$ cat src/design/link_pkg.sv
// Shared types and frame-buffer constants for the serial image link
// Addresses are frame-buffer word addresses, not byte addresses
// IMG_STRIDE fits one 640x480 frame of 16-bit words per stored image
`default_nettype none

package link_pkg;

  // ====================
  // Data widths
  // ====================

  // One byte on the serial line
  typedef logic [7:0] byte_t;

  // Stored image number, as received over the link
  typedef logic [7:0] img_idx_t;

  // Frame-buffer word address
  typedef logic [22:0] mem_addr_t;

  // Frame-buffer data word
  typedef logic [15:0] mem_word_t;

  // Display channel, 10 bits per color
  typedef logic [9:0] color_t;

  // ====================
  // Frame map
  // ====================

  // First stored image
  localparam mem_addr_t IMG_BASE = 23'h100000;

  // Words per stored image, 640 x 480
  localparam mem_addr_t IMG_STRIDE = 23'h04B000;

  // Live grey frame from the camera path
  localparam mem_addr_t GREY_BASE = 23'h000000;

endpackage

`default_nettype wire
$ cat src/design/uart_tx.sv
// 8N1 UART transmitter, LSB first
// tx_start is taken only while the line is idle
// tx_done pulses for one cycle at the end of the stop bit
`default_nettype none

module uart_tx import link_pkg::*; #(
  parameter int CLKS_PER_BIT = 434
) (
  input  logic  CLOCK_50,
  input  logic  DLY_RST_0,
  input  logic  tx_start,
  input  byte_t tx_byte,
  output logic  txd,
  output logic  tx_done
);

  localparam int CW = $clog2(CLKS_PER_BIT + 1);
  localparam logic [CW-1:0] BIT_LAST = CW'(CLKS_PER_BIT - 1);

  typedef enum logic [1:0] {IDLE, START, DATA, STOP} tx_state_t;

  tx_state_t     state;
  logic [CW-1:0] clk_cnt;
  logic [2:0]    bit_idx;
  byte_t         shifter;

  always_ff @(posedge CLOCK_50 or negedge DLY_RST_0) begin
    if (!DLY_RST_0) begin
      state   <= IDLE;
      clk_cnt <= '0;
      bit_idx <= '0;
      tx_done <= 1'b0;
    end else begin
      tx_done <= 1'b0;
      if (state == IDLE) begin
        clk_cnt <= '0;
        bit_idx <= '0;
        if (tx_start) begin
          state <= START;
        end
      end else if (clk_cnt != BIT_LAST) begin
        clk_cnt <= clk_cnt + 1'b1;
      end else begin
        // End of one bit period
        clk_cnt <= '0;
        case (state)
          START: state <= DATA;
          DATA: begin
            bit_idx <= bit_idx + 1'b1;
            if (bit_idx == 3'd7) begin
              state <= STOP;
            end
          end
          default: begin
            state   <= IDLE;
            tx_done <= 1'b1;
          end
        endcase
      end
    end
  end

  // Byte held for the whole frame, shifted out LSB first
  always_ff @(posedge CLOCK_50) begin
    if (state == IDLE && tx_start) begin
      shifter <= tx_byte;
    end else if (state == DATA && clk_cnt == BIT_LAST) begin
      shifter <= {1'b0, shifter[7:1]};
    end
  end

  // Line is high except for the start bit and the data bits
  always_comb begin
    case (state)
      START:   txd = 1'b0;
      DATA:    txd = shifter[0];
      default: txd = 1'b1;
    endcase
  end

endmodule

`default_nettype wire

$ cat config.mk
export PLATFORM = sky130hd
export DESIGN_NAME = uart_tx
export DESIGN_NICKNAME = d
export VERILOG_FILES = /design/src/design/link_pkg.sv /design/src/design/uart_tx.sv
export SDC_FILE = /design/constraint.sdc
export NUM_CORES = 1
export LEC_CHECK = 0
export BUFFER_PORTS_ARGS = -buffer_cell sky130_fd_sc_hd__buf_2
export CORE_AREA = 2 2 53 55
export DETAILED_ROUTE_END_ITERATION = 8
export DIE_AREA = 0 0 55 57
export GPL_ROUTABILITY_DRIVEN = 0
export PLACE_DENSITY = 0.72
export SYNTH_ARGS = -nofsm -noshare
export SYNTH_HDL_FRONTEND = slang
export SYNTH_SLANG_ARGS = --single-unit
$ cat constraint.sdc
create_clock -name CLOCK_50 -period 2.38 [get_ports CLOCK_50]
set_input_delay 0.476 -clock CLOCK_50 [delete_from_list [all_inputs] [get_ports CLOCK_50]]
set_output_delay 0.476 -clock CLOCK_50 [all_outputs]
set_load 0.01 [all_outputs]
# Word level (Yosys, flattened, before mapping)
# Cells that the tools add are included.
[totals]
regBits = 23
word_cells = 39
output_inout_bits = 2
input_bits = 11
[op_classes]
muxes = 16
n_reduce_logical = 8
n_eq_ne = 8
n_addsub = 2
[op_table]
columns = ["op", "n"]
rows = [
  ["2-to-1 mux 9 bit", 2],
  ["2-to-1 mux 8 bit", 2],
  ["adder 9 x 1 -> 9 bit, second input constant", 1],
  ["== test 9 bit, second input constant", 1],
  ["2-to-1 mux 3 bit", 3],
  ["inequality test 9 bit, second input constant", 1],
  ["2-to-1 mux 2 bit", 4],
  ["one-hot mux 2 bit (2 select lines)", 1],
  ["nonzero test 2 bit", 2],
  ["adder 3 x 1 -> 3 bit, second input constant", 1],
  ["== test 3 bit, second input constant", 1],
  ["2-to-1 mux 1 bit", 3],
  ["inequality test 3 bit, second input constant", 1],
  ["AND reduction 3 bit", 1],
  ["== test 2 x 1 -> 1 bit, second input constant", 1],
  ["== test 2 bit, second input constant", 1],
  ["logical AND 1 bit", 2],
  ["logical NOT 2 bit", 1],
  ["inequality test 2 x 1 -> 1 bit, second input constant", 1],
  ["inequality test 2 bit, second input constant", 1],
  ["one-hot mux 1 bit (2 select lines)", 1],
  ["AND reduction 2 bit", 1],
  ["OR reduction 2 bit", 1],
]

# Longest topological paths before layout
[depth]
word_depth = 5
ltp_mapped = 7
depth_no_buf = 5

# Worst setup path after synthesis
# No wires, ideal clock.
[synth_timing]
kind = "reg-to-reg"
startpoint = "register clk_cnt[1]"
endpoint = "register shifter[0], enable pin"
path_stages_with_launch = 7
arrival_time_ps = 1400
n_path_buf = 1
slack_ps = 671
required_time_ps = 2071
synth_period_minus_slack_ps = 1709
setup_time_ps = 309
cell_sequence = "dfrtp_1 -> inv_1 -> ha_1 -> nor4b_4 -> and4_1 -> buf_6 -> a21o_2"
[synth_via]
elab_chain_len = 3
[synth_rtl]
columns = ["element", "line_no", "text"]
rows = [
  ["from (decl)", "uart_tx.sv:23", "logic [CW-1:0] clk_cnt;"],
  ["from (signal assigned)", "uart_tx.sv:42", "clk_cnt <= clk_cnt + 1'b1;"],
  ["== test 9 bit", "uart_tx.sv:67", "end else if (state == DATA && clk_cnt == BIT_LAST) begin"],
  ["logical AND 1 bit", "uart_tx.sv:67", ""],
  ["nonzero test 2 bit (no line)", "-", ""],
  ["to (signal assigned)", "uart_tx.sv:66", "shifter <= tx_byte;"],
  ["to (signal assigned)", "uart_tx.sv:68", "shifter <= {1'b0, shifter[7:1]};"],
  ["to (decl)", "uart_tx.sv:25", "byte_t shifter;"],
]
# No other way between the ends.
# A chain may end at the register's enable or synchronous reset.

# Worst setup path after layout
[layout_timing]
startpoint = "register clk_cnt[1]"
endpoint = "register shifter[5], enable pin"
# Same word-level chain as after synthesis.

==> metrics.md <==
| Metric | Value |
|---|---|
| YS warnings | `0` |
| Final instance area | `0.00133 mm2` |
| Ports | `13` |
| VDD IR max | `778 uV` |
| CP Launch Type | `flip-flop` |
| Ys async rst share | `0.652` |
| Crit path arrival time | `2.00 ns` |
| Setup repair bufs after CTS | `0` |
| Longest Clk Path Bufs | `2` |
| Final setup fails | `0` |
| DRT Wirelength | `2070 um` |
| Htree depth | `1` |
| Register bit total from synthesis | `23` |
| DRT iter0 DRCs | `8` |
| Chip height | `57 um` |
| Peak Freq | `504 MHz` |
| Final Max Tran Viols | `0` |
| Status | `complete, no violations` |
| Leakage | `0.577 nW` |
| Post-CTS sizing | `0` |
| Final Hold Fails | `0` |
| First drt pass iteration count | `4` |
| Worst R2R End | `shifter[5]` |
| TritonCTS clock tree | `done` |
| Req. time, crit path | `2.40 ns` |
| Avg Cell Area, Syn | `11.8 um2` |
| Reg2reg setup slack | `0.40 ns` |
| Fillers | `238` |
| Power per cell area | `903 mW/mm2` |
| Netlist Area Pre-Place | `0.00123 mm2` |
| Clk slew on worst S/H paths | `0.12 ns` |
| Max Fanout on Critical Path | `8` |
| DP HPWL | `1560 um` |
| Clock sinks | `23` |
| Critical Path Sink Type | `flip-flop` |
| Rel. slew slack | `0.650` |
| Vias post-DR | `821` |
| Horiz. Die Dim | `55 um` |
| Post-Syn Instances | `104` |
| WS Path Type | `flip-flop to flip-flop` |
| Maximum capacitance violations | `0` |
| Most frequent cells in the layout | `15 x dfrtp_1, 12 x buf_2, 8 x edfxtp_1` |
| Global route overflow | `0` |
| First-pass GRT wire length | `3440 um` |
| Initial Utilization | `0.469` |
| Initial antenna violation count | `0` |
| N_diodes | `0` |
| Area growth, synth to finish | `8.06%` |
| Count of cell types in the netlist | `37` |
| Row Count | `19` |
| GR Util All Layers | `0.149` |
| Vias in the first global route | `770` |
| Fin crit period | `1.98 ns` |
| Register area share after synthesis | `0.502` |
| Hold_buf cts | `0` |
| Total CTS buffers | `3` |
| Port buffer count | `12` |
| Post-synth EDFFs | `8` |
| Routed len/inst | `14.2 um` |
| Final #Nets | `134` |
| Die ar. | `0.00314 mm2` |
| DRC viols | `0` |
| Syn nets | `122` |
| Actual slew at the worst max-slew pin | `0.525 ns` |
| R2R cell count | `5` |
| Via/cell ratio | `5.62` |
| Worst min path class | `input pin to asynchronous set/reset pin` |
| RSZ-0062 raised after global routing | `false` |
| Area of the core | `0.00262 mm2` |
| Root Buffer | `clkbuf_4` |
| Layout cell share with drive strength beyond 1 | `0.270` |
| Worst-Skew Late Latency | `0.30 ns` |
| Hold Worst Slack | `0.0537 ns` |
| Largest net degree at the start of global routing | `17` |
| Remaining antenna violation count | `0` |
| Placed Area | `0.00130 mm2` |
| Final setup TNS | `0 ns` |
| R2r startpoint | `clk_cnt[1]` |
| Final period util | `0.834` |
| Most common cell after layout, fill and taps aside | `dfrtp_1` |
| Max Clock Skew | `0.00166 ns` |
| Synth Flop Type | `dfrtp_1` |
[worst max-delay path by stage]
stage	start	endpoint	cells past startpoint
6_report	clk_cnt[1]	shifter[5]	5
5_1_grt	state[0]	shifter[0]	4
4_1_cts	clk_cnt[1]	shifter[4]	5
3_5_place_dp	clk_cnt[1]	shifter[4]	5
3_3_place_gp	clk_cnt[1]	shifter[5]	5
2_1_floorplan	clk_cnt[1]	shifter[0]	6
[registers in the layout, indices dropped and copies added (netlist names)]
register  flops
bit_idx       3
clk_cnt       9
shifter       8
state         2
tx_done       1
[metal layers]
metal	routed length [um]	vias to the layer above	GRT usage
met5	0	-	0
met4	13	0	0.0314
met3	92	2	0.0550
met2	974	14	0.236
met1	993	401	0.195
li1	-	404	-
[power by group]
group | internal [mW] | leakage [nW] | switching [mW]
clock network | 0.0654 | 0.0150 | 0.112
registers | 0.504 | 0.265 | 0.0894
logic | 0.201 | 0.296 | 0.226
total | 0.770 | 0.577 | 0.427
[area by class of cell]
type | count | area (um2) | share of cell area
clock buffers | 4 | 26.3 | 0.0198
inverters | 7 | 26.3 | 0.0198
multi-input cells | 69 | 558 | 0.421
flip-flops and latches | 23 | 616 | 0.465
well taps | 31 | 38.8 | 0.0293
repair buffers | 12 | 60.1 | 0.0453
[synth_stat cells, drive strengths merged, types with 2 or more instances]
library cell   n  share of area
xor2           2          0.014
and4           3          0.023
nor2           7          0.021
o21ai          2         0.0082
inv            7          0.021
mux2i          3          0.024
clkbuf         4          0.012
nand3          4          0.016
dfrtp         15           0.31
a31oi          3          0.015
and3           2          0.010
ha             7          0.071
nor2b          2          0.010
nand2          6          0.018
mux2           8          0.077
nor3b          2          0.012
a311o          2          0.017
nor3           2         0.0082
edfxtp         8           0.20
[through the flow]
stage                     worst slack [ns]   util  instances  power [mW]
after detailed placement             0.388  0.497        142        1.03
final                                0.396  0.507        146        1.20
after floorplan                      0.671      -        104       0.921
after global routing                 0.295  0.507        146        1.29
after CTS                            0.384  0.507        146        1.21
after global placement               0.427  0.497        142        1.01
[worst max-delay path, stage by stage, from the launching register on]
cell and delay, ns:
dfrtp_1 0.43, inv_1 0.06, ha_1 0.14, nor4b_4 0.38
and4_1 0.43, a21o_2 0.26
[cells by family after synthesis]
group,after synthesis,synth area share
xor gates and xnor gates,3,0.0214
buffers and inverters,12,0.0429
and+or+nand+nor,31,0.150
adders and majority gates,7,0.0714
muxes,11,0.101
DFF,23,0.502
AOI/OAI and AO/OA,17,0.111
(Power assumes the default switching activity.)
