### config.mk
export PLATFORM = sky130hd
export DESIGN_NAME = uart_rx
export DESIGN_NICKNAME = d
export VERILOG_FILES = /design/src/design/link_pkg.sv /design/src/design/uart_rx.sv
export SDC_FILE = /design/constraint.sdc
export NUM_CORES = 1
export LEC_CHECK = 0
export BUFFER_PORTS_ARGS = -buffer_cell sky130_fd_sc_hd__buf_2
export CAP_MARGIN = 10
export CORE_ASPECT_RATIO = 0.8
export CORE_MARGIN = 3
export CORE_UTILIZATION = 55
export CTS_CLUSTER_SIZE = 40
export DETAILED_ROUTE_END_ITERATION = 8
export PLACE_DENSITY = 0.85
export SETUP_SLACK_MARGIN = 0.2
export SKIP_LAST_GASP = 1
export SLEW_MARGIN = 5
export SYNTH_ARGS = -nofsm -noshare
export SYNTH_HDL_FRONTEND = slang
export SYNTH_SLANG_ARGS = --single-unit
### constraint.sdc
create_clock -name CLOCK_50 -period 4.83 [get_ports CLOCK_50]
set_input_delay 0.7245 -clock CLOCK_50 [delete_from_list [all_inputs] [get_ports CLOCK_50]]
set_output_delay 0.7245 -clock CLOCK_50 [all_outputs]
set_load 0.005 [all_outputs]
### src/design/link_pkg.sv
// Shared types and frame-buffer constants for the serial image link
// Addresses are frame-buffer word addresses, not byte addresses
// IMG_STRIDE fits one 640x480 frame of 16-bit words per stored image
`default_nettype none

package link_pkg;

  // ====================
  // Data widths
  // ====================

  // One byte on the serial line
  typedef logic [7:0] byte_t;

  // Stored image number, as received over the link
  typedef logic [7:0] img_idx_t;

  // Frame-buffer word address
  typedef logic [22:0] mem_addr_t;

  // Frame-buffer data word
  typedef logic [15:0] mem_word_t;

  // Display channel, 10 bits per color
  typedef logic [9:0] color_t;

  // ====================
  // Frame map
  // ====================

  // First stored image
  localparam mem_addr_t IMG_BASE = 23'h100000;

  // Words per stored image, 640 x 480
  localparam mem_addr_t IMG_STRIDE = 23'h04B000;

  // Live grey frame from the camera path
  localparam mem_addr_t GREY_BASE = 23'h000000;

endpackage

`default_nettype wire
### src/design/uart_rx.sv
// 8N1 UART receiver, LSB first
// rxd is asynchronous and goes through a two-flop synchronizer
// Bits are sampled near their middle, CLKS_PER_BIT must be at least 4
// A frame with a low stop bit is dropped without a pulse
`default_nettype none

module uart_rx import link_pkg::*; #(
  parameter int CLKS_PER_BIT = 434
) (
  input  logic  CLOCK_50,
  input  logic  DLY_RST_0,
  input  logic  rxd,
  output logic  rx_valid,
  output byte_t rx_byte
);

  localparam int CW = $clog2(CLKS_PER_BIT + 1);
  localparam logic [CW-1:0] BIT_LAST  = CW'(CLKS_PER_BIT - 1);
  localparam logic [CW-1:0] HALF_LAST = CW'(CLKS_PER_BIT / 2 - 1);

  typedef enum logic [1:0] {IDLE, START, DATA, STOP} rx_state_t;

  rx_state_t       state;
  logic [CW-1:0]   clk_cnt;
  logic [2:0]      bit_idx;
  logic            rx_meta;
  logic            rx_sync;
  logic            rx_prev;
  byte_t           shift_reg;

  // Input synchronizer plus one more stage for the start edge
  always_ff @(posedge CLOCK_50 or negedge DLY_RST_0) begin
    if (!DLY_RST_0) begin
      rx_meta <= 1'b1;
      rx_sync <= 1'b1;
      rx_prev <= 1'b1;
    end else begin
      rx_meta <= rxd;
      rx_sync <= rx_meta;
      rx_prev <= rx_sync;
    end
  end

  always_ff @(posedge CLOCK_50 or negedge DLY_RST_0) begin
    if (!DLY_RST_0) begin
      state    <= IDLE;
      clk_cnt  <= '0;
      bit_idx  <= '0;
      rx_valid <= 1'b0;
    end else begin
      rx_valid <= 1'b0;
      case (state)
        IDLE: begin
          clk_cnt <= '0;
          if (rx_prev && !rx_sync) begin
            state <= START;
          end
        end
        // Half a bit, then confirm the line is still low
        START: begin
          if (clk_cnt == HALF_LAST) begin
            clk_cnt <= '0;
            bit_idx <= '0;
            state   <= rx_sync ? IDLE : DATA;
          end else begin
            clk_cnt <= clk_cnt + 1'b1;
          end
        end
        DATA: begin
          if (clk_cnt == BIT_LAST) begin
            clk_cnt <= '0;
            bit_idx <= bit_idx + 1'b1;
            if (bit_idx == 3'd7) begin
              state <= STOP;
            end
          end else begin
            clk_cnt <= clk_cnt + 1'b1;
          end
        end
        STOP: begin
          if (clk_cnt == BIT_LAST) begin
            rx_valid <= rx_sync;
            state    <= IDLE;
          end else begin
            clk_cnt <= clk_cnt + 1'b1;
          end
        end
        default: state <= IDLE;
      endcase
    end
  end

  // Data bits arrive LSB first
  always_ff @(posedge CLOCK_50) begin
    if (state == DATA && clk_cnt == BIT_LAST) begin
      shift_reg <= {rx_sync, shift_reg[7:1]};
    end
  end

  assign rx_byte = shift_reg;

endmodule

`default_nettype wire

# Yosys cells after proc, flatten, opt, wreduce, memory -nomap -nowiden
# Cells that the tools add are included.
# Widths: inputs -> output; s select.
dict set report totals {
  reg_bits 26
  inputBits 3
  output_inout_bits 9
  wordCells 45
}
dict set report op_classes {
  addsub 2
  eq_ne 12
  mux 16
  reduce_logical 7
}
# op n
set ops {}
lappend ops {{$pmux 9 s4} 1}
lappend ops {{$mux 9} 3}
lappend ops {{$mux 2} 6}
lappend ops {{$ne 2x2->1 const B} 6}
lappend ops {{$add 9x1->9 const B} 1}
lappend ops {{$eq 9x8->1 const B} 1}
lappend ops {{$eq 9x9->1 const B} 1}
lappend ops {{$pmux 2 s4} 1}
lappend ops {{$mux 3} 2}
lappend ops {{$pmux 3 s2} 1}
lappend ops {{$reduce_and 5->1} 1}
lappend ops {{$eq 2x2->1 const B} 2}
lappend ops {{$add 3x1->3 const B} 1}
lappend ops {{$eq 3x3->1 const B} 1}
lappend ops {{$reduce_and 3->1} 1}
lappend ops {{$eq 2x1->1 const B} 1}
lappend ops {{$logic_and 1x1->1} 2}
lappend ops {{$logic_not 2->1} 1}
lappend ops {{$mux 1} 2}
lappend ops {{$reduce_bool 2->1} 1}
lappend ops {{$logic_not 1->1} 1}

# Depth between registers and ports, before layout
dict set report depth {
  depth_word 4
  depth_mapped 6
  mapped_depth_nobuf 5
}

# Least setup slack after synthesis
# Ideal clock, no wire load.
dict set report synth_timing {
  path_type {register -> register}
  start {reg (tool-made name)}
  end {reg shift_reg[0] (netlist: rx_byte[0]) (enable)}
  setup_ns 0.395
  arrival_time_ns 1.799
  required_time_ns 4.435
  slack_ns 2.636
  path_stages_with_launch 5
  path_buffers 2
  synth_period_minus_slack_ns 2.194
  path_cell_list {dfrtp_1 > buf_2 > clkbuf_1 > inv_1 > nor4_1}
}
# item line_no
set synth_lines {}
lappend synth_lines {{end signal, assigned} uart_rx.sv:96} ;# shift_reg <= {rx_sync, shift_reg[7:1]};
lappend synth_lines {{end, declared} uart_rx.sv:29} ;# byte_t shift_reg;

# Final worst setup path
dict set report layout_timing {
  start {reg clk_cnt[1]}
  end {reg clk_cnt[5]}
}
dict set report layout_via {
  elab_chain_cells 3
  word_cells_on_any_way 8
  cone_classes {add/sub: 1; eq/ne: 3; mux: 4}
}
# item line_no
set layout_rtl {}
lappend layout_rtl {{start, declared} uart_rx.sv:24} ;# logic [CW-1:0] clk_cnt;
lappend layout_rtl {{start signal, assigned} uart_rx.sv:66} ;# clk_cnt <= clk_cnt + 1'b1;
lappend layout_rtl {{start signal, assigned} uart_rx.sv:77} ;# clk_cnt <= clk_cnt + 1'b1;
lappend layout_rtl {{start signal, assigned} uart_rx.sv:85} ;# clk_cnt <= clk_cnt + 1'b1;
lappend layout_rtl {{$add 9x1->9, or another cell as far along} {uart_rx.sv:66, uart_rx.sv:77, uart_rx.sv:85}}
lappend layout_rtl {{$mux 9 (on tied branches)} {uart_rx.sv:81, uart_rx.sv:61, uart_rx.sv:70}}
lappend layout_rtl {{$pmux 9 s4} uart_rx.sv:52} ;# case (state)
# Several ways; a longest one is shown, not always the timed one. The select of a mux whose other input is x is not followed.
# A chain may end at the register's enable or synchronous reset.

==> flow_metrics.tcl <==
set metrics [dict create \
    port_buffers 11 \
    cp_top_family "compound AO/OA/AOI/OAI gates" \
    grt_pass1_vias 880 \
    ctsResizeCount 0 \
    via_count 949 \
    worstPathCellList "inv_1, ha_1, nand4bb_1, o31ai_2, a22oi_1" \
    reg2reg_depth 5 \
    finalNonFillerCells 143 \
    rrSetupSlack_ns 2.72 \
    post_cts_buffers 0 \
    slew_headroom_pct 59.5 \
    ys_seq_area_share_pct 53.9 \
    worst-path-stages 5 \
    yosys.area.top_type "dfrtp_1" \
    core_um2 2200 \
    path_clk_slew_ns 0.13 \
    wl_um 2480 \
    nFillCells 167 \
    synth_top_area_share_pct 29.2 \
    die_area_um2 2960 \
    end_kind "flop" \
    arrival_ns 2.28 \
    postSynthAreaPerCell_um2 11.9 \
    yosys.area_share.xor_xnor_pct 2.04 \
    r2r-start "clk_cnt[1]" \
    first_pass_iters 4 \
    cts_tree "yes" \
    power_per_cell_area_nw_per_um2 352 \
    dp.cells 139 \
    synth_compound_area_share_pct 16.5 \
    fmaxAchievable_ghz 0.475 \
    htree_levels 1 \
    clkLatencyLatePin_ns 0.31 \
    path_max_fanout 12 \
    crit_type "reg2reg" \
    slowest_delay_ns 0.64 \
    ant_nets 0 \
    worst_pin_slew_ns 0.603 \
    slew_violations 0 \
    synthAdderAreaFrac_pct 4.86 \
    final_common_cell "dfrtp_1" \
    cts.path.max_buffers 2 \
    io_pins 12 \
    layout.nets 127 \
    synth_area_um2 1290 \
    drtIter0Drc 40 \
    fp.dieW_um 60.1 \
    cts_hold_buf 0 \
    std_cell_rows 15 \
    finalCritPeriodShare_pct 43.6 \
    tns_ns 0 \
    vdd_drop_max_uv 226 \
    synth.distinct_cells 38 \
    numCtsBuffers 3 \
    timing.max_cap.violations 0 \
    p_leak_nw 0.573 \
    routedWlPerCell_um 17.4 \
    initial_core_util_pct 58.6 \
    diodes 0 \
    rsz0062_at_grt "no" \
    synth_top_family_by_area "simple AND/OR/NAND/NOR gates" \
    crit_required_ns 5.00 \
    synthCells 108 \
    yosys_warnings 0 \
    p_total_mw 0.486 \
    ys_ff_latch 26 \
    antenna_found_initial 0 \
    grt_pass1_wl_um 3930 \
    yosys.area_share.simple_pct 19.3 \
    synth_nets 116 \
    synth_area_leaders "dfrtp_1 (29%), edfxtp_1 (19%), dfstp_2 (6.1%)" \
    cp-startpoint "clk_cnt[1]" \
    place.gp.congestion 0.851 \
    setup_viol 0 \
    via_per_inst 6.64 \
    drc 0 \
    cts_root_buf "clkbuf_4" \
    grt-ovfl-total 0 \
    hold_class "in2async" \
    layout_common_cells "dfrtp_1 (15), buf_2 (11), edfxtp_1 (8)" \
    grt_max_degree 19 \
    layout-drive-gt1-share_pct 19.5 \
    critPathLaunchType "flop" \
    area.growth.synth_to_final_pct 7.19 \
    dp_hpwl_um 1730 \
    die_y_um 49.3 \
    cpMaxStageDelayCell "o31ai_2" \
    track_usage_pct 17.5 \
    path_buf_inv 1 \
    cts_sinks 26 \
    synth.mux.area_fraction_pct 0 \
    whs_ns 0.315 \
    fin_crit_ns 2.11 \
    fin_worst_skew_ns 0.00168 \
    final_hold_viol_count 0 \
    status "finished, final reports clean" \
]
power breakdown:
part	switching [mW]	internal [mW]
logic	0.0497	0.0476
clock network	0.0600	0.0323
registers	0.0451	0.251
total	0.155	0.331
worst paths after layout:
check	end
min reg2reg	rx_sync
max	clk_cnt[5]
max in group asynchronous	rx_prev
max reg2reg	clk_cnt[5]
min	bit_idx[0]
min in group CLOCK_50	rx_sync
cells by family (layout without fill, tap and decap cells):
logic type               count (synthesis)  count (layout)
AO/OA/AOI/OAI                           30              30
adder cells (fa/ha/maj)                  5               5
flip-flops                              26              26
buffers and inverters                   10              20
XOR/XNOR                                 3               3
AND/OR/NAND/NOR                         34              34
per-stage QoR:
step | utilization, % | setup slack, ns | area [µm²]
after CTS | 62.8 | 2.77 | 1380
final | 62.8 | 2.72 | 1380
after global routing | 62.8 | 2.57 | 1380
after global placement | 61.7 | 2.92 | 1350
after detailed placement | 61.7 | 2.79 | 1350
after floorplan | - | 2.64 | 1290
cell type report:
class                           instances  area [µm²]  area share, %
Clock buffer                            4        26.3           1.90
Inverter                                4        15.0           1.09
Multi-Input combinational cell         72         551           39.9
Sequential cell                        26         694           50.3
Tap cell                               25        31.3           2.27
Timing Repair Buffer                   12        62.6           4.53
cells in the mapped netlist (all sizes together):
library cell  count
nor2              2
dfstp             3
o21ai             7
o2111ai           1
ha                5
a21oi             3
a32oi             1
nand2b            1
buf               4
nand4bb           2
and4              1
a221oi            1
or4               1
inv               4
nand4             2
nand4b            2
edfxtp            8
clkbuf            2
nor4              4
a311o             3
o31a              1
or3               5
o31ai             3
xor2              2
dfrtp            15
and4b             1
xnor2             1
o211ai            2
a22oi             4
and4bb            1
a31oi             4
nand3             5
nand2             7
sequential cells by signal, summed over array words and instances, names as in the netlist, named ones only:
name / flops
rx_valid: 1
rx_sync: 1
rx_meta: 1
rx_prev: 1
bit_idx: 3
rx_byte: 8
clk_cnt: 9
state: 1
per-layer routing:
metal / GRT usage (%) / vias up / share of wire [%]
met3: 4.76 / 2 / 6.7
li1: - / 444 / -
met5: 0 / - / 0
met2: 27.0 / 40 / 50
met4: 4.80 / 0 / 0.28
met1: 24.2 / 463 / 43
(Power assumes the default switching activity.)
