### config.mk
export PLATFORM = sky130hd
export DESIGN_NAME = pixel_unpack
export DESIGN_NICKNAME = d
export VERILOG_FILES = /design/src/design/link_pkg.sv /design/src/design/pixel_unpack.sv
export SDC_FILE = /design/constraint.sdc
export NUM_CORES = 1
export LEC_CHECK = 0
export BUFFER_PORTS_ARGS = -buffer_cell sky130_fd_sc_hd__buf_2
export CAP_MARGIN = 20
export CORE_ASPECT_RATIO = 2
export CORE_MARGIN = 2
export CORE_UTILIZATION = 34
export DETAILED_ROUTE_END_ITERATION = 7
export PLACE_DENSITY = 0.66
export SLEW_MARGIN = 20
export SYNTH_ARGS = -nofsm -noshare
export SYNTH_HDL_FRONTEND = slang
export SYNTH_SLANG_ARGS = --single-unit
### constraint.sdc
create_clock -name vclk -period 13.1
set_clock_uncertainty 0.1 [all_clocks]
set_input_delay 2.62 -clock vclk [all_inputs]
set_output_delay 2.62 -clock vclk [all_outputs]
set_load 0.03 [all_outputs]
### src/design/link_pkg.sv
// Shared types and frame-buffer constants for the serial image link
// Addresses are frame-buffer word addresses, not byte addresses
// IMG_STRIDE fits one 640x480 frame of 16-bit words per stored image
`default_nettype none

package link_pkg;

  // ====================
  // Data widths
  // ====================

  // One byte on the serial line
  typedef logic [7:0] byte_t;

  // Stored image number, as received over the link
  typedef logic [7:0] img_idx_t;

  // Frame-buffer word address
  typedef logic [22:0] mem_addr_t;

  // Frame-buffer data word
  typedef logic [15:0] mem_word_t;

  // Display channel, 10 bits per color
  typedef logic [9:0] color_t;

  // ====================
  // Frame map
  // ====================

  // First stored image
  localparam mem_addr_t IMG_BASE = 23'h100000;

  // Words per stored image, 640 x 480
  localparam mem_addr_t IMG_STRIDE = 23'h04B000;

  // Live grey frame from the camera path
  localparam mem_addr_t GREY_BASE = 23'h000000;

endpackage

`default_nettype wire
### src/design/pixel_unpack.sv
// Frame base address and pixel expansion for the display
// Purely combinational
// Stored images are RGB332 in the low byte of each word
// The grey frame keeps 12-bit sensor data in bits 11 to 0
`default_nettype none

module pixel_unpack import link_pkg::*; (
  input  img_idx_t  cur_img,
  input  logic      grey_sw,
  input  mem_word_t mem_word,
  output mem_addr_t frame_base,
  output color_t    red,
  output color_t    green,
  output color_t    blue
);

  mem_addr_t img_offset;
  color_t    grey;

  // One frame of words per image index
  assign img_offset = IMG_STRIDE * mem_addr_t'(cur_img);

  assign frame_base = grey_sw ? GREY_BASE : IMG_BASE + img_offset;

  // Top 10 of the 12 sensor bits
  assign grey = mem_word[11:2];

  // ====================
  // Channel expansion
  // ====================

  always_comb begin
    if (grey_sw) begin
      red   = grey;
      green = grey;
      blue  = grey;
    end else begin
      // RGB332 bits land at the top of each channel
      red   = {mem_word[7:5], 7'd0};
      green = {mem_word[4:2], 7'd0};
      blue  = {mem_word[1:0], 8'd0};
    end
  end

endmodule

`default_nettype wire

---- Word level (Yosys, flattened, before mapping) ----
Cells that the tools add are included.
operators by class
  $add $sub $neg .......................... 1
  $mul .................................... 1
  multiplexer cells ....................... 4
operators with widths
  cell                                              count
  two-way mux 10 bit                                3
  adder 21 x 23 -> 23 bit, first input constant     1
  two-way mux 23 bit                                1
  multiplier 7 x 8 -> 11 bit, first input constant  1
word-level totals
  flip-flop bits (word level) ............. 0
  output and inout port bits .............. 53
  logic and storage cells ................. 6

---- Longest topological paths before layout ----
Gate-level depths: netlist (run 1).
  depth after elaboration ................. 3
  mapped depth ............................ 16
  mapped depth without buffers ............ 16

---- Least setup slack after synthesis (run 1) ----
OpenSTA, ideal clock, no wires.
  path type ............................... input-to-output
  from .................................... in cur_img[4]
  to ...................................... out frame_base[22]
  arrival time ............................ 6.386 ns
  path slack .............................. 3.994 ns
  stages .................................. 15
  buffers on the path ..................... 0
  cells stage by stage .................... ha_1 -> ha_1 -> inv_1 -> fa_1 -> fa_1 -> inv_1 -> ha_1 -> or3_4 -> o22a_1 -> o31ai_2 -> xnor2_1 -> ha_1 -> xnor2_1 -> xnor3_1 -> o21ai_1
on the way
  word-level cells in the longest chain between the ends .. 3
ends and longest elaborated chain
  element                     line                source
  start: declaration          pixel_unpack.sv:8   input img_idx_t cur_img,
  multiplier 7 x 8 -> 11 bit  pixel_unpack.sv:21  assign img_offset = IMG_STRIDE * mem_addr_t'(cur_img);
  adder 21 x 23 -> 23 bit     pixel_unpack.sv:23  assign frame_base = grey_sw ? GREY_BASE : IMG_BASE + img_offset;
  two-way mux 23 bit          pixel_unpack.sv:23
  end: declaration            pixel_unpack.sv:11  output mem_addr_t frame_base,
No other way between the ends.

---- Final worst setup path (run 1) ----
Same ends and word-level chain as after synthesis.

==> impl_metrics.py, run 1 <==
metrics = {
    "power_and_ir_drop": {
        "clkPwrFrac_pct": 0,
        "power_density_nw_per_um2": 122,
        "switching_power_uw": 104,
        "ir_worst_vdd_v": 0.0000435,
        "leakagePower_uw": 0.000898,
        "p_comb_share_pct": 100.0,
        "internal_power_uw": 71.7,
        "swShare_pct": 59.2,
        "seq_power_share_pct": 0,
    },
    "route": {
        "wirelength_mm": 2.62,
        "viasPerCell": 4.51,
        "vias": 1132,
        "final_antenna_net_count": 0,
        "drt-initial-drc-count": 9,
        "dr.pass1.iters": 3,
        "drc": 0,
        "wl_per_cell_um": 10.5,
    },
    "floorplanning": {
        "die_w_um": 46.6,
        "rows": 31,
        "initial_utilization_pct": 34.6,
        "core_um2": 3570,
        "die_h_um": 89.3,
        "num_io_pins": 78,
        "die_area_um2": 4160,
    },
    "synth": {
        "synth_top_cell_area_share_pct": 28.3,
        "post-synth-top-count-cell": "ha_1",
        "yosysWarnings": 0,
        "netlist_instances": 157,
        "synth_commonest_cells": "28 x ha_1, 27 x inv_1, 26 x buf_4, 8 x nor2_1",
        "postSynthAreaPerCell_um2": 7.87,
        "syn_area_um2": 1240,
        "seq_area_frac_synth_pct": 0,
        "ys_types": 33,
        "yosysTopAreaCell": "ha_1",
        "synth_area_leaders": "ha_1 28%, buf_4 16%, fa_1 11%",
    },
    "finish": {
        "fin_area_um2": 1450,
        "drive_above_1_share_pct": 32.7,
        "num_antenna_cells": 0,
        "nets": 264,
        "nClkBuffers": 0,
        "seq_area_um2": 0,
        "area_delta_synth_final_pct": 17.0,
        "seq_cells": 0,
        "finalNonFillerCells": 251,
    },
    "global_routing": {
        "grtUsageMet1_pct": 13.0,
        "grt_util_met3_pct": 0.404,
        "grt_max_degree": 26,
        "grt-busiest-layer": "met2",
        "antenna_found_initial": 0,
        "overflow": 0,
        "met2_usage_pct": 29.0,
        "grt.total_usage_pct": 13.2,
        "grt_pass1_vias": 1000,
        "grt_pass1_wl_mm": 4.24,
    },
    "min_path": {
        "hp-class": "primary input to primary output",
    },
    "timing": {
        "setup_tns_ns": 0,
        "rsz0062_at_grt": "no",
        "period_share_pct": 71.0,
        "setup_viol": 0,
        "period_minus_slack_ns": 9.30,
        "layout_setup_ws_ns": 3.80,
        "fmax_mhz": 108,
        "hold_violations": 0,
        "slew_viol_final": 0,
    },
    "clock_tree": {
        "holdBufCountCts": 0,
        "postCtsSetupRepairBufs": 0,
        "post_cts_resized": 0,
    },
    "placed_design": {
        "dp_slack_ns": 3.75,
        "dp_hpwl_mm": 2.35,
        "gp_congestion": 0.751,
        "placed_cells": 251,
        "io_buffers": 62,
        "postPlaceCellArea_um2": 1450,
    },
    "setup_path": {
        "cp.arrival_ns": 6.58,
        "cp_max_fo": 4,
        "critical_path_class": "primary input to primary output",
        "cp-start-kind": "primary input",
        "required_ns": 10.38,
        "crit_path_end_kind": "primary output",
    },
    "outcome": {
        "status": "finished clean",
    },
    "flow_run": {
        "maxCapViolations": 0,
    },
}
-- layout by cell type, fill, tap and decap left out, types with 3 or more instances in the layout --
master,count
a21o_1,3
a21oi_1,3
and2_1,3
buf_2,62
conb_1,12
fa_1,7
ha_1,28
inv_1,27
nand2_1,6
nor2_1,8
nor2b_1,6
o21ai_0,7
xnor2_1,6
-- worst paths after layout --
path                    start             end  slack, ns  depth (start not counted)
hold / removal    mem_word[1]         blue[9]       5.49                          4
setup / recovery   cur_img[4]  frame_base[22]       3.80                         17
-- power by group through the flow --
| stage | clock (uW) | sequential (uW) | combinational, uW |
|---|---|---|---|
| 2_1_floorplan | 0 | 0 | 143 |
| 3_3_place_gp | 0 | 0 | 176 |
| 3_5_place_dp | 0 | 0 | 178 |
| 4_1_cts | 0 | 0 | 179 |
| 5_1_grt | 0 | 0 | 196 |
| 6_report | 0 | 0 | 176 |
-- final cells by class --
class	instances	area [um^2]
Multi-Input combinational cell	112	970
Inverter	28	105
Fill cell	408	2120
Timing Repair Buffer	62	310
Tap cell	49	61.3
-- kinds of logic (layout without fill, tap and decap cells) --
logic type / after synthesis / count (layout) / synth area share [%]
other: 1 / 12 / 0.303
AOI/OAI and AO/OA: 27 / 27 / 15.2
and+or+nand+nor: 30 / 30 / 12.7
buffers and inverters: 56 / 90 / 24.9
xor gates and xnor gates: 7 / 7 / 6.07
adders and majority gates: 35 / 35 / 39.7
muxes: 1 / 1 / 1.21
-- through the flow --
step	power (uW)	hold WS [ns]	utilization [%]
2_1_floorplan	143	5.32	-
3_3_place_gp	176	5.49	40.5
3_5_place_dp	178	5.49	40.5
4_1_cts	179	5.49	40.5
5_1_grt	196	5.51	40.5
6_report	176	5.49	40.5
-- critical path: stages --
cell and delay [ns]:
buf_2 0.14, ha_1 0.30, ha_1 0.27, inv_1 0.05, fa_1 0.50, fa_1 0.51, inv_1 0.04, ha_1 0.20
or3_4 0.39, o31ai_2 0.29, xnor2_1 0.11, ha_1 0.21, xnor2_1 0.14, xnor3_1 0.45, o2111ai_1 0.09, o21ai_1 0.08
buf_2 0.18
-- layer usage --
| metal | vias to the layer above | share of wire (%) |
|---|---|---|
| li1 | 573 | - |
| met3 | 0 | 7.1 |
| met5 | - | 0 |
| met4 | 0 | 0 |
| met1 | 505 | 34 |
| met2 | 54 | 59 |
(Power assumes the default switching activity.)
==> run 2: changes to the inputs <==
clock period = 9.7 ns   (was 13.1 ns; I/O delays follow)
==> run 2 against run 1 <==
Compared with the run above: non-clock buffer count unchanged; sequential share of layout area unchanged; cell count did not move; global-route usage barely moved; first-iteration DRC count did not move; combinational power up 35%; critical path depth is the same.
==> impl_metrics.py, run 2 (same netlist as run 1, synthesis figures left out) <==
metrics = {
    "floorplanning": {
        "rows": 31,
        "die_area_um2": 4160,
        "initial_utilization_pct": 34.6,
        "die_w_um": 46.6,
        "die_h_um": 89.3,
        "num_io_pins": 78,
        "core_um2": 3570,
    },
    "finish": {
        "nClkBuffers": 0,
        "nets": 264,
        "drive_above_1_share_pct": 32.7,
        "final_common_cell": "buf_2",
        "seq_cells": 0,
        "num_antenna_cells": 0,
        "seq_area_um2": 0,
        "area_delta_synth_final_pct": 17.0,
        "layout_common_cells": "62 x buf_2, 28 x ha_1, 27 x inv_1",
    },
    "power_and_ir_drop": {
        "total_power_uw": 238,
        "ir_worst_vdd_v": 0.0000650,
        "power_density_nw_per_um2": 164,
        "leakagePower_uw": 0.000898,
    },
    "timing": {
        "slew_viol_final": 0,
        "fmax_mhz": 126,
        "setup_tns_ns": 0,
        "period_share_pct": 82.0,
        "hold_violations": 0,
        "setup_viol": 0,
        "rsz0062_at_grt": "no",
        "period_minus_slack_ns": 7.95,
    },
    "clock_tree": {
        "postCtsSetupRepairBufs": 0,
        "post_cts_resized": 0,
        "holdBufCountCts": 0,
    },
    "setup_path": {
        "cp-start-kind": "primary input",
        "crit_start": "cur_img[4]",
        "crit_path_end_kind": "primary output",
        "required_ns": 7.66,
        "cp_max_fo": 4,
        "cp.arrival_ns": 5.91,
        "critical_path_class": "primary input to primary output",
    },
    "route": {
        "viasPerCell": 4.51,
        "final_antenna_net_count": 0,
        "drc": 0,
        "met3_length_um": 205,
        "wl_met2_mm": 1.57,
        "drt-initial-drc-count": 9,
        "dr.pass1.iters": 3,
        "wirelength_met1_um": 862,
        "wirelength_mm": 2.66,
        "vias": 1132,
        "wl_per_cell_um": 10.6,
        "top_layer": "met4",
    },
    "global_routing": {
        "grt_pass1_vias": 1006,
        "overflow": 0,
        "grt_max_degree": 26,
        "grt_pass1_wl_mm": 4.24,
        "grt.total_usage_pct": 13.2,
        "antenna_found_initial": 0,
    },
    "min_path": {
        "hold_depth": 4,
        "worstHoldStart": "mem_word[1]",
        "hp-class": "primary input to primary output",
        "whs_endpoint": "blue[9]",
    },
    "outcome": {
        "status": "finished clean",
    },
    "flow_run": {
        "maxCapViolations": 0,
    },
    "placed_design": {
        "dp_hpwl_mm": 2.40,
        "gp_congestion": 0.744,
        "io_buffers": 62,
    },
}
-- run 2: cell counts in the layout (fill, tap and decap cells not counted) --
No cell type changed its count.
-- run 2: worst max-delay path by stage --
stage	slack (ns)	to	cells past startpoint
after floorplan	1.95	frame_base[22]	15
after global placement	1.78	frame_base[22]	17
after detailed placement	1.73	frame_base[22]	16
after CTS	1.72	frame_base[22]	17
after global routing	1.55	frame_base[22]	16
final	1.75	frame_base[22]	17
-- run 2: report_power, final --
part / internal, uW / total [uW] / switching (uW)
sequential: 0 / 0 / 0
combinational: 96.8 / 238 / 141
clock: 0 / 0 / 0
total: 96.8 / 238 / 141
-- run 2: layer usage --
layer,vias to the layer above,track usage (%)
li1,571,-
met1,503,12.4
met2,56,29.0
met3,2,0.404
met4,0,1.26
met5,-,0
-- run 2: layout make-up --
type | instances | area, um^2
Inverter | 28 | 105
Fill cell | 411 | 2120
Tap cell | 49 | 61.3
Multi-Input combinational cell | 112 | 970
Timing Repair Buffer | 62 | 310
-- run 2: critical path, cell delays in order --
cell	delay, ns
buf_2	0.14
ha_1	0.30
ha_1	0.27
inv_1	0.05
fa_1	0.49
fa_1	0.51
inv_1	0.05
ha_1	0.22
or3_4	0.40
o31ai_2	0.29
xnor2_1	0.17
ha_1	0.18
xnor2_1	0.11
xnor3_1	0.43
o2111ai_1	0.09
o21ai_1	0.09
buf_2	0.18
-- run 2: through the flow --
stage               cells  util (%)  worst slack (ns)  hold slack [ns]  instance area, um^2
floorplan             168         -              1.95             3.96                 1280
global placement      251      40.5              1.78             4.13                 1450
detailed placement    251      40.5              1.73             4.14                 1450
CTS                   251      40.5              1.72             4.14                 1450
global route          251      40.5              1.55             4.16                 1450
finish                251      40.5              1.75             4.14                 1450
