### src/design/link_pkg.sv
// Shared types and frame-buffer constants for the serial image link
// Addresses are frame-buffer word addresses, not byte addresses
// IMG_STRIDE fits one 640x480 frame of 16-bit words per stored image
`default_nettype none

package link_pkg;

  // ====================
  // Data widths
  // ====================

  // One byte on the serial line
  typedef logic [7:0] byte_t;

  // Stored image number, as received over the link
  typedef logic [7:0] img_idx_t;

  // Frame-buffer word address
  typedef logic [22:0] mem_addr_t;

  // Frame-buffer data word
  typedef logic [15:0] mem_word_t;

  // Display channel, 10 bits per color
  typedef logic [9:0] color_t;

  // ====================
  // Frame map
  // ====================

  // First stored image
  localparam mem_addr_t IMG_BASE = 23'h100000;

  // Words per stored image, 640 x 480
  localparam mem_addr_t IMG_STRIDE = 23'h04B000;

  // Live grey frame from the camera path
  localparam mem_addr_t GREY_BASE = 23'h000000;

endpackage

`default_nettype wire
### src/design/link_ctrl.sv
// Link control: image select, thumbnail store pointer, send sequencing
// and the display reset pulse
// send_n and abort_n are asynchronous keys, synchronized here
// A send starts on the press of send_n, abort_n held low keeps it stopped
// Store pointer wraps at BUF_DEPTH, received bytes are never held back
`default_nettype none

module link_ctrl import link_pkg::*; #(
  parameter  int BUF_DEPTH = 1024,
  localparam int AW        = $clog2(BUF_DEPTH)
) (
  input  logic          CLOCK_50,
  input  logic          DLY_RST_0,
  input  logic          load_sw,
  input  logic          grey_sw,
  input  logic          send_n,
  input  logic          abort_n,
  input  logic          rx_valid,
  input  byte_t         rx_byte,
  input  logic          tx_done,
  output logic          buf_we,
  output logic [AW-1:0] buf_waddr,
  output logic [AW-1:0] buf_raddr,
  output logic          tx_start,
  output img_idx_t      cur_img,
  output logic          disp_rst_n,
  output logic          tx_busy
);

  localparam logic [AW-1:0] PTR_LAST = AW'(BUF_DEPTH - 1);

  typedef enum logic [1:0] {IDLE, FETCH, START, WAIT} send_state_t;

  send_state_t   state;
  logic [AW-1:0] wr_ptr;
  logic [AW-1:0] rd_ptr;
  logic          send_meta;
  logic          send_sync;
  logic          send_prev;
  logic          abort_meta;
  logic          abort_sync;
  logic          send_press;
  img_idx_t      prev_img;
  logic          prev_grey;
  logic          disp_changed;

  // ====================
  // Receive side
  // ====================

  // Image select only while not loading
  always_ff @(posedge CLOCK_50 or negedge DLY_RST_0) begin
    if (!DLY_RST_0) begin
      cur_img <= '0;
    end else if (rx_valid && !load_sw) begin
      cur_img <= rx_byte;
    end
  end

  assign buf_we    = rx_valid && load_sw;
  assign buf_waddr = wr_ptr;

  always_ff @(posedge CLOCK_50 or negedge DLY_RST_0) begin
    if (!DLY_RST_0) begin
      wr_ptr <= '0;
    end else if (buf_we) begin
      wr_ptr <= (wr_ptr == PTR_LAST) ? '0 : wr_ptr + 1'b1;
    end
  end

  // ====================
  // Send side
  // ====================

  always_ff @(posedge CLOCK_50 or negedge DLY_RST_0) begin
    if (!DLY_RST_0) begin
      send_meta  <= 1'b1;
      send_sync  <= 1'b1;
      send_prev  <= 1'b1;
      abort_meta <= 1'b1;
      abort_sync <= 1'b1;
    end else begin
      send_meta  <= send_n;
      send_sync  <= send_meta;
      send_prev  <= send_sync;
      abort_meta <= abort_n;
      abort_sync <= abort_meta;
    end
  end

  assign send_press = send_prev && !send_sync;

  // rd_ptr doubles as the count of bytes sent
  always_ff @(posedge CLOCK_50 or negedge DLY_RST_0) begin
    if (!DLY_RST_0) begin
      state  <= IDLE;
      rd_ptr <= '0;
    end else if (!abort_sync) begin
      // uart_tx finishes any byte already on the line
      state <= IDLE;
    end else begin
      case (state)
        IDLE: begin
          if (send_press) begin
            rd_ptr <= '0;
            state  <= FETCH;
          end
        end
        FETCH: state <= START;
        START: state <= WAIT;
        WAIT: begin
          if (tx_done) begin
            if (rd_ptr == PTR_LAST) begin
              state <= IDLE;
            end else begin
              rd_ptr <= rd_ptr + 1'b1;
              state  <= FETCH;
            end
          end
        end
        default: state <= IDLE;
      endcase
    end
  end

  // Buffer read data is valid during START
  assign buf_raddr = rd_ptr;
  assign tx_start  = (state == START);
  assign tx_busy   = (state != IDLE);

  // ====================
  // Display reset
  // ====================

  assign disp_changed = (cur_img != prev_img) || (grey_sw != prev_grey);

  // A change right after a pulse waits one cycle for its own pulse
  always_ff @(posedge CLOCK_50 or negedge DLY_RST_0) begin
    if (!DLY_RST_0) begin
      prev_img   <= '0;
      prev_grey  <= 1'b0;
      disp_rst_n <= 1'b1;
    end else if (disp_changed && disp_rst_n) begin
      prev_img   <= cur_img;
      prev_grey  <= grey_sw;
      disp_rst_n <= 1'b0;
    end else begin
      disp_rst_n <= 1'b1;
    end
  end

endmodule

`default_nettype wire

### config.mk
export PLATFORM = sky130hd
export DESIGN_NAME = link_ctrl
export DESIGN_NICKNAME = d
export VERILOG_FILES = /design/src/design/link_pkg.sv /design/src/design/link_ctrl.sv
export SDC_FILE = /design/constraint.sdc
export NUM_CORES = 1
export LEC_CHECK = 0
export BUFFER_PORTS_ARGS = -buffer_cell sky130_fd_sc_hd__buf_4
export CORE_MARGIN = 1
export CORE_UTILIZATION = 40
export CTS_CLUSTER_SIZE = 28
export DETAILED_ROUTE_END_ITERATION = 8
export GPL_TIMING_DRIVEN = 0
export HOLD_SLACK_MARGIN = 0.05
export PLACE_DENSITY = 0.61
export SETUP_SLACK_MARGIN = 0.02
export SYNTH_ARGS = -nofsm -noshare
export SYNTH_HDL_FRONTEND = slang
export SYNTH_SLANG_ARGS = --single-unit
### constraint.sdc
create_clock -name CLOCK_50 -period 2 [get_ports CLOCK_50]
set_clock_uncertainty 0.05 [all_clocks]
set_input_delay 0.3 -clock CLOCK_50 [delete_from_list [all_inputs] [get_ports CLOCK_50]]
set_output_delay 0.3 -clock CLOCK_50 [all_outputs]
set_load 0.005 [all_outputs]
=== Word-level counts from Yosys, hierarchy flattened ===
Index checks and enable logic that the tools add are counted.

* Bits in registers: 45
* Bits of input ports: 16
* Output and inout bits: 32
* Logic and storage cells: 49

* Add/sub/neg operators: 2
* Equality and inequality tests: 12
* Mux-type cells: 11
* Reduce and logical (&&, ||, !) cells: 12

{| class="wikitable"
|+ Operator list
! kind !! number
|-
| 2-to-1 mux 10 bit || 4
|-
| adder 10 x 1 -> 10 bit (second input constant) || 2
|-
| == test 10 bit (second input constant) || 2
|-
| case mux 10 bit (2 select lines) || 1
|-
| inequality test 8 bit || 1
|-
| case mux 2 bit (4 select lines) || 1
|-
| 2-to-1 mux 2 bit || 3
|-
| inequality test 2 bit (second input constant) || 3
|-
| inequality test 3 bit (second input constant) || 2
|-
| AND reduction 5 bit || 1
|-
| == test 2 bit (second input constant) || 2
|-
| logical AND 1 bit || 4
|-
| nonzero test 2 bit || 2
|-
| == test 2 x 1 -> 1 bit (second input constant) || 1
|-
| logical NOT 1 bit || 2
|-
| logical NOT 2 bit || 1
|-
| 2-to-1 mux 1 bit || 2
|-
| AND reduction 2 bit || 1
|-
| logical OR 1 bit || 1
|-
| inequality test 1 bit || 1
|}

=== Depth between registers and ports, before layout ===
* Word-level depth: 5
* Gate-level depth with buffers: 6
* Mapped depth without buffers: 6

=== Worst setup path after synthesis ===
OpenSTA, ideal clock, no wires.

* Kind: reg-to-reg
* From: register state[1]
* To: register rd_ptr[6], in the netlist buf_raddr[6]
* Setup time: 0.126 ns
* Data arrival time: 1.569 ns
* Required time: 1.824 ns
* Slack: 0.255 ns
* Cell stages (with the launch flop): 6
* Path buffers: 1
* Period minus slack after synthesis: 1.745 ns
* Cell sequence: dfrtp_1 ha_1 clkbuf_1 nor3_1 a21oi_4 a221o_1

* Word-level cells in the longest chain between the ends: 3
* Elaborated cells on any way between the ends: 8
* Classes of those cells: eq/ne (4); mux (1); reduce/logical (3)

{| class="wikitable"
|+ RTL lines
! element !! line !! source
|-
| start: declaration || link_ctrl.sv:34 || <nowiki>send_state_t state;</nowiki>
|-
| start signal: assignment || link_ctrl.sv:96 || <nowiki>state <= IDLE;</nowiki>
|-
| start signal: assignment || link_ctrl.sv:100 || <nowiki>state <= IDLE;</nowiki>
|-
| start signal: assignment || link_ctrl.sv:106 || <nowiki>state <= FETCH;</nowiki>
|-
| == test 2 bit / logical NOT 2 bit (equally long branches) || link_ctrl.sv:102 || <nowiki>case (state)</nowiki>
|-
| inequality test 2 bit (no line) / nonzero test 2 bit (equally long branches) || n/a ||
|-
| AND reduction 5 bit (no line) || n/a ||
|-
| end signal: assignment || link_ctrl.sv:116 || <nowiki>rd_ptr <= rd_ptr + 1'b1;</nowiki>
|-
| end: declaration || link_ctrl.sv:36 || <nowiki>logic [AW-1:0] rd_ptr;</nowiki>
|}

Parallel ways exist; a longest one is shown, timed or not.
A chain may end at the register's enable or synchronous reset.

=== Final worst setup path ===
* From: register state[1]
* To: register state[0]

* Word-level cells in the longest chain between the ends: 3
* Elaborated cells on any way between the ends: 9
* Classes of those cells: eq/ne (5); mux (2); reduce/logical (2)

{| class="wikitable"
|+ RTL lines
! element !! line
|-
| == test 2 bit (tied with other cells) || link_ctrl.sv:102
|-
| case mux 2 bit (4 select lines) / inequality test 3 bit (equally long branches) || n/a
|-
| 2-to-1 mux 2 bit / AND reduction 2 bit (equally long branches) || n/a
|}

Parallel ways exist; a longest one is shown, timed or not.

==> Flow_metrics.wiki <==
{| class="wikitable"
! Metric !! Value
|-
| Post-Synth Simple-Gate Area || 14.4%
|-
| Number of setup violations in the final report || 0
|-
| Static leakage power || 0.00126 µW
|-
| Number of global-route vias before repair || 1375
|-
| Pre-CTS setup slack || 0.0276 ns
|-
| Placer Congestion || 0.741
|-
| Type of element launching the critical path || register
|-
| Number of nets in the final layout || 262
|-
| Initial drt markers || 55
|-
| Final Worst Setup Slack || 0.166 ns
|-
| Leading cell types by total area after synthesis || dfrtp_1, mux2_2, dfstp_2
|-
| Number of cells produced by synthesis || 183
|-
| TritonCTS clock tree || built
|-
| Overall routed net length || 4.02 mm
|-
| Count of port buffers added during placement || 47
|-
| Worst-case vdd ir drop || 0.456 mV
|-
| Most frequently used flop master after synthesis || dfrtp_1
|-
| HPWL Detailed || 2.83 mm
|-
| Wire length of the first global-routing pass || 6.65 mm
|-
| Outcome || completed
|-
| Worst min-delay path class || primary input to register
|-
| Number of antenna cells inserted || 0
|-
| Total track usage || 15.9%
|-
| Crit-path max FO || 10
|-
| Register-to-register setup slack || 0.17 ns
|-
| Residual DRC || 0
|-
| Proportion of synthesized area in mux cells || 11.4%
|-
| Initial Utilization || 41.5%
|-
| Hold_sp || rx_byte[4]
|-
| Deepest clock path buffer count || 2
|-
| Flop and latch count out of synthesis || 45
|-
| Area of the die || 0.00560 mm²
|-
| Mapped cell area || 0.00212 mm²
|-
| Xor/xnor share of the synthesized area || 5.78%
|-
| Sum of negative setup slack || 0 ns
|-
| Headroom to the max-slew limit || 61.9%
|-
| Cell taking the most area after synthesis || dfrtp_1
|-
| Hold violation count in the final report || 0
|-
| Clock Root Buffer || clkbuf_8
|-
| Wire length per cell || 12.9 µm
|-
| Pin count of the biggest net entering global routing || 46
|-
| H-tree level count || 2
|-
| Register clock-pin slew on the reported worst setup and hold paths || 0.08 ns
|-
| Avg Inst Size Synth || 11.6 µm²
|-
| Routed vias || 1576
|-
| Yosys warnings || 0
|-
| Instance area after placement || 0.00256 mm²
|-
| Final instance area || 0.00272 mm²
|-
| Main combinational cell family by area after synthesis || simple AND/OR/NAND/NOR gates
|-
| Fraction of post-synthesis cell area in the top cell type by area || 46.0%
|-
| First-pass iteration count of the detailed router || 4
|-
| Slew of the pin with the lowest slew margin || 0.572 ns
|-
| Synthesized netlist net count || 205
|-
| Area growth from synthesis to layout || 27.9%
|-
| Req. time, crit path || 2.14 ns
|-
| Width of the die || 74.8 µm
|-
| Worst flop-to-flop path startpoint || state[1]
|-
| Number of top-level pins || 48
|-
| Number of CTS-inserted buffers || 5
|-
| Number of distinct library cells after synthesis || 38
|-
| Hold Path Cell Cnt || 2
|-
| Fraction of final layout cells with drive strength greater than 1 || 34.4%
|-
| Vertical extent of the die || 74.8 µm
|-
| Number of cells on the worst reg-to-reg path || 6
|-
| Core Rows || 26
|-
| Number of max-cap violations || 0
|-
| Crit path DAT || 1.97 ns
|-
| Synth Area in Adders || 3.54%
|-
| Areal power density over the cells || 1010 mW/mm²
|-
| Period minus WS final || 1.83 ns
|-
| Worst Hold Endpoint || cur_img[4]
|-
| Category of the worst setup path capture point || register
|-
| Core region area || 0.00511 mm²
|-
| Critical Setup Path Class || register to register
|-
| Tightest hold margin || 0.179 ns
|-
| Setup repair after global routing missed its margin || false
|-
| Total global routing overflow || 0
|-
| Synthesized-area fraction occupied by ao, oa, aoi and oai cells || 9.85%
|-
| Sequential cell area fraction in the yosys report || 53.4%
|-
| Terminus of the critical flop-to-flop path || state[0]
|-
| ANT nets after route || 0
|-
| Max Transition Viols Final || 0
|-
| Highest attainable clock frequency || 0.545 GHz
|-
| Clk Latency, worst-skew pair || 0.29 ns
|-
| Async SR Flop Fraction || 100%
|-
| Final worst-path cycle share || 91.7%
|-
| Initial antenna violation count || 0
|-
| Vias per std cell || 5.07
|-
| Clock sink count || 45
|-
| Post-synth EDFFs || 0
|}
## cells in the mapped netlist, types with 2 or more instances
| cell | count |
|---|---|
| or3_1 | 3 |
| dfstp_2 | 6 |
| o21ai_0 | 4 |
| a21o_1 | 4 |
| inv_1 | 6 |
| a22o_1 | 2 |
| o22ai_1 | 2 |
| a221o_1 | 2 |
| a211o_1 | 2 |
| a21oi_1 | 5 |
| nand4_1 | 4 |
| nand3_1 | 9 |
| mux2_2 | 18 |
| nor2_1 | 7 |
| xnor2_1 | 12 |
| dfrtp_1 | 39 |
| clkbuf_1 | 3 |
| nand2_1 | 15 |
| nor2b_1 | 2 |
| xor2_1 | 2 |
| ha_1 | 6 |
| and3_1 | 4 |
| mux2i_1 | 4 |
| and2_1 | 4 |
| nor3_1 | 5 |
## cells by family (layout without fill, tap and decap cells)
kind of cell,after synthesis,count (layout)
AOI/OAI and AO/OA,28,28
xor gates and xnor gates,14,14
adders and majority gates,6,6
buffers and inverters,9,67
DFF,45,45
muxes,22,22
and+or+nand+nor,59,59
## state kept, by name, summed over array words and instances, names as in the netlist
register and count:
buf_raddr 10, prev_img 8, disp_rst_n 1, cur_img 8
state 2, prev_grey 1, send_sync 1, abort_meta 1
buf_waddr 10, abort_sync 1, send_meta 1, send_prev 1
## power breakdown
part           leakage [µW]  total [µW]  switching (µW)  internal, µW
logic              0.000651         747             299           449
clock network     0.0000554         679             303           375
registers          0.000559        1300             189          1110
## cells in the final DEF (no fill, tap or decap), drive strengths merged, types with 5 or more instances in the layout
master	n
buf	47
inv	6
a21oi	6
dfrtp	39
nand2	15
nor2	7
xnor2	12
dfstp	6
o21ai	5
nand3	10
ha	6
clkbuf	9
mux2	18
nor3	5
## worst max-delay path by stage
stage,from,endpoint,slack [ns],cells past startpoint
6_report,state[1],state[0],0.17,6
3_3_place_gp,state[1],buf_raddr[6],0.03,5
4_1_cts,state[1],buf_raddr[6],0.03,5
3_5_place_dp,state[1],buf_raddr[6],0.03,5
5_1_grt,state[1],buf_raddr[6],0.04,5
2_1_floorplan,state[1],buf_raddr[6],0.25,5
## per-layer routing
layer  vias to the layer above  part of all wire (%)  wire length (µm)  GRT usage [%]
li1                        774                     -                 -              -
met2                        34                    45              1790           23.8
met3                         5                   3.9               158           3.61
met4                         0                   1.3                54           5.87
met5                         -                     0                 0              0
met1                       763                    50              2020           22.5
## critical path, cell delays in order, from the launching register on
cell      delay, ns
dfrtp_1        0.43
ha_1           0.21
clkbuf_1       0.24
nor2b_1        0.21
a21oi_1        0.24
o22ai_1        0.13
a32o_1         0.21
## repair_timing
action | CTS | global route
buffers inserted | 0 | 0
hold endpoints to repair | 40 | 1
hold buffers | 2 | 1
endpoints found under the setup margin | 0 | 7
resized for setup | 0 | 2
## per-stage QoR
step	utilization, %	cells	total power (µW)
finish	53.2	311	2730
global route	53.2	311	2920
CTS	52.7	310	2760
detailed placement	50.2	300	2070
global placement	50.2	300	2050
floorplan	-	183	1750
## cell type report
cell class,instances,area [µm²]
buffer,3,11.3
clock buffer,6,72.6
clock inverter,2,38.8
fill,485,2390
inverter,6,22.5
multi-input combinational,129,966
sequential,45,1130
tap,70,87.6
timing repair buffer,50,383
Power figures use the tool's default switching activity.
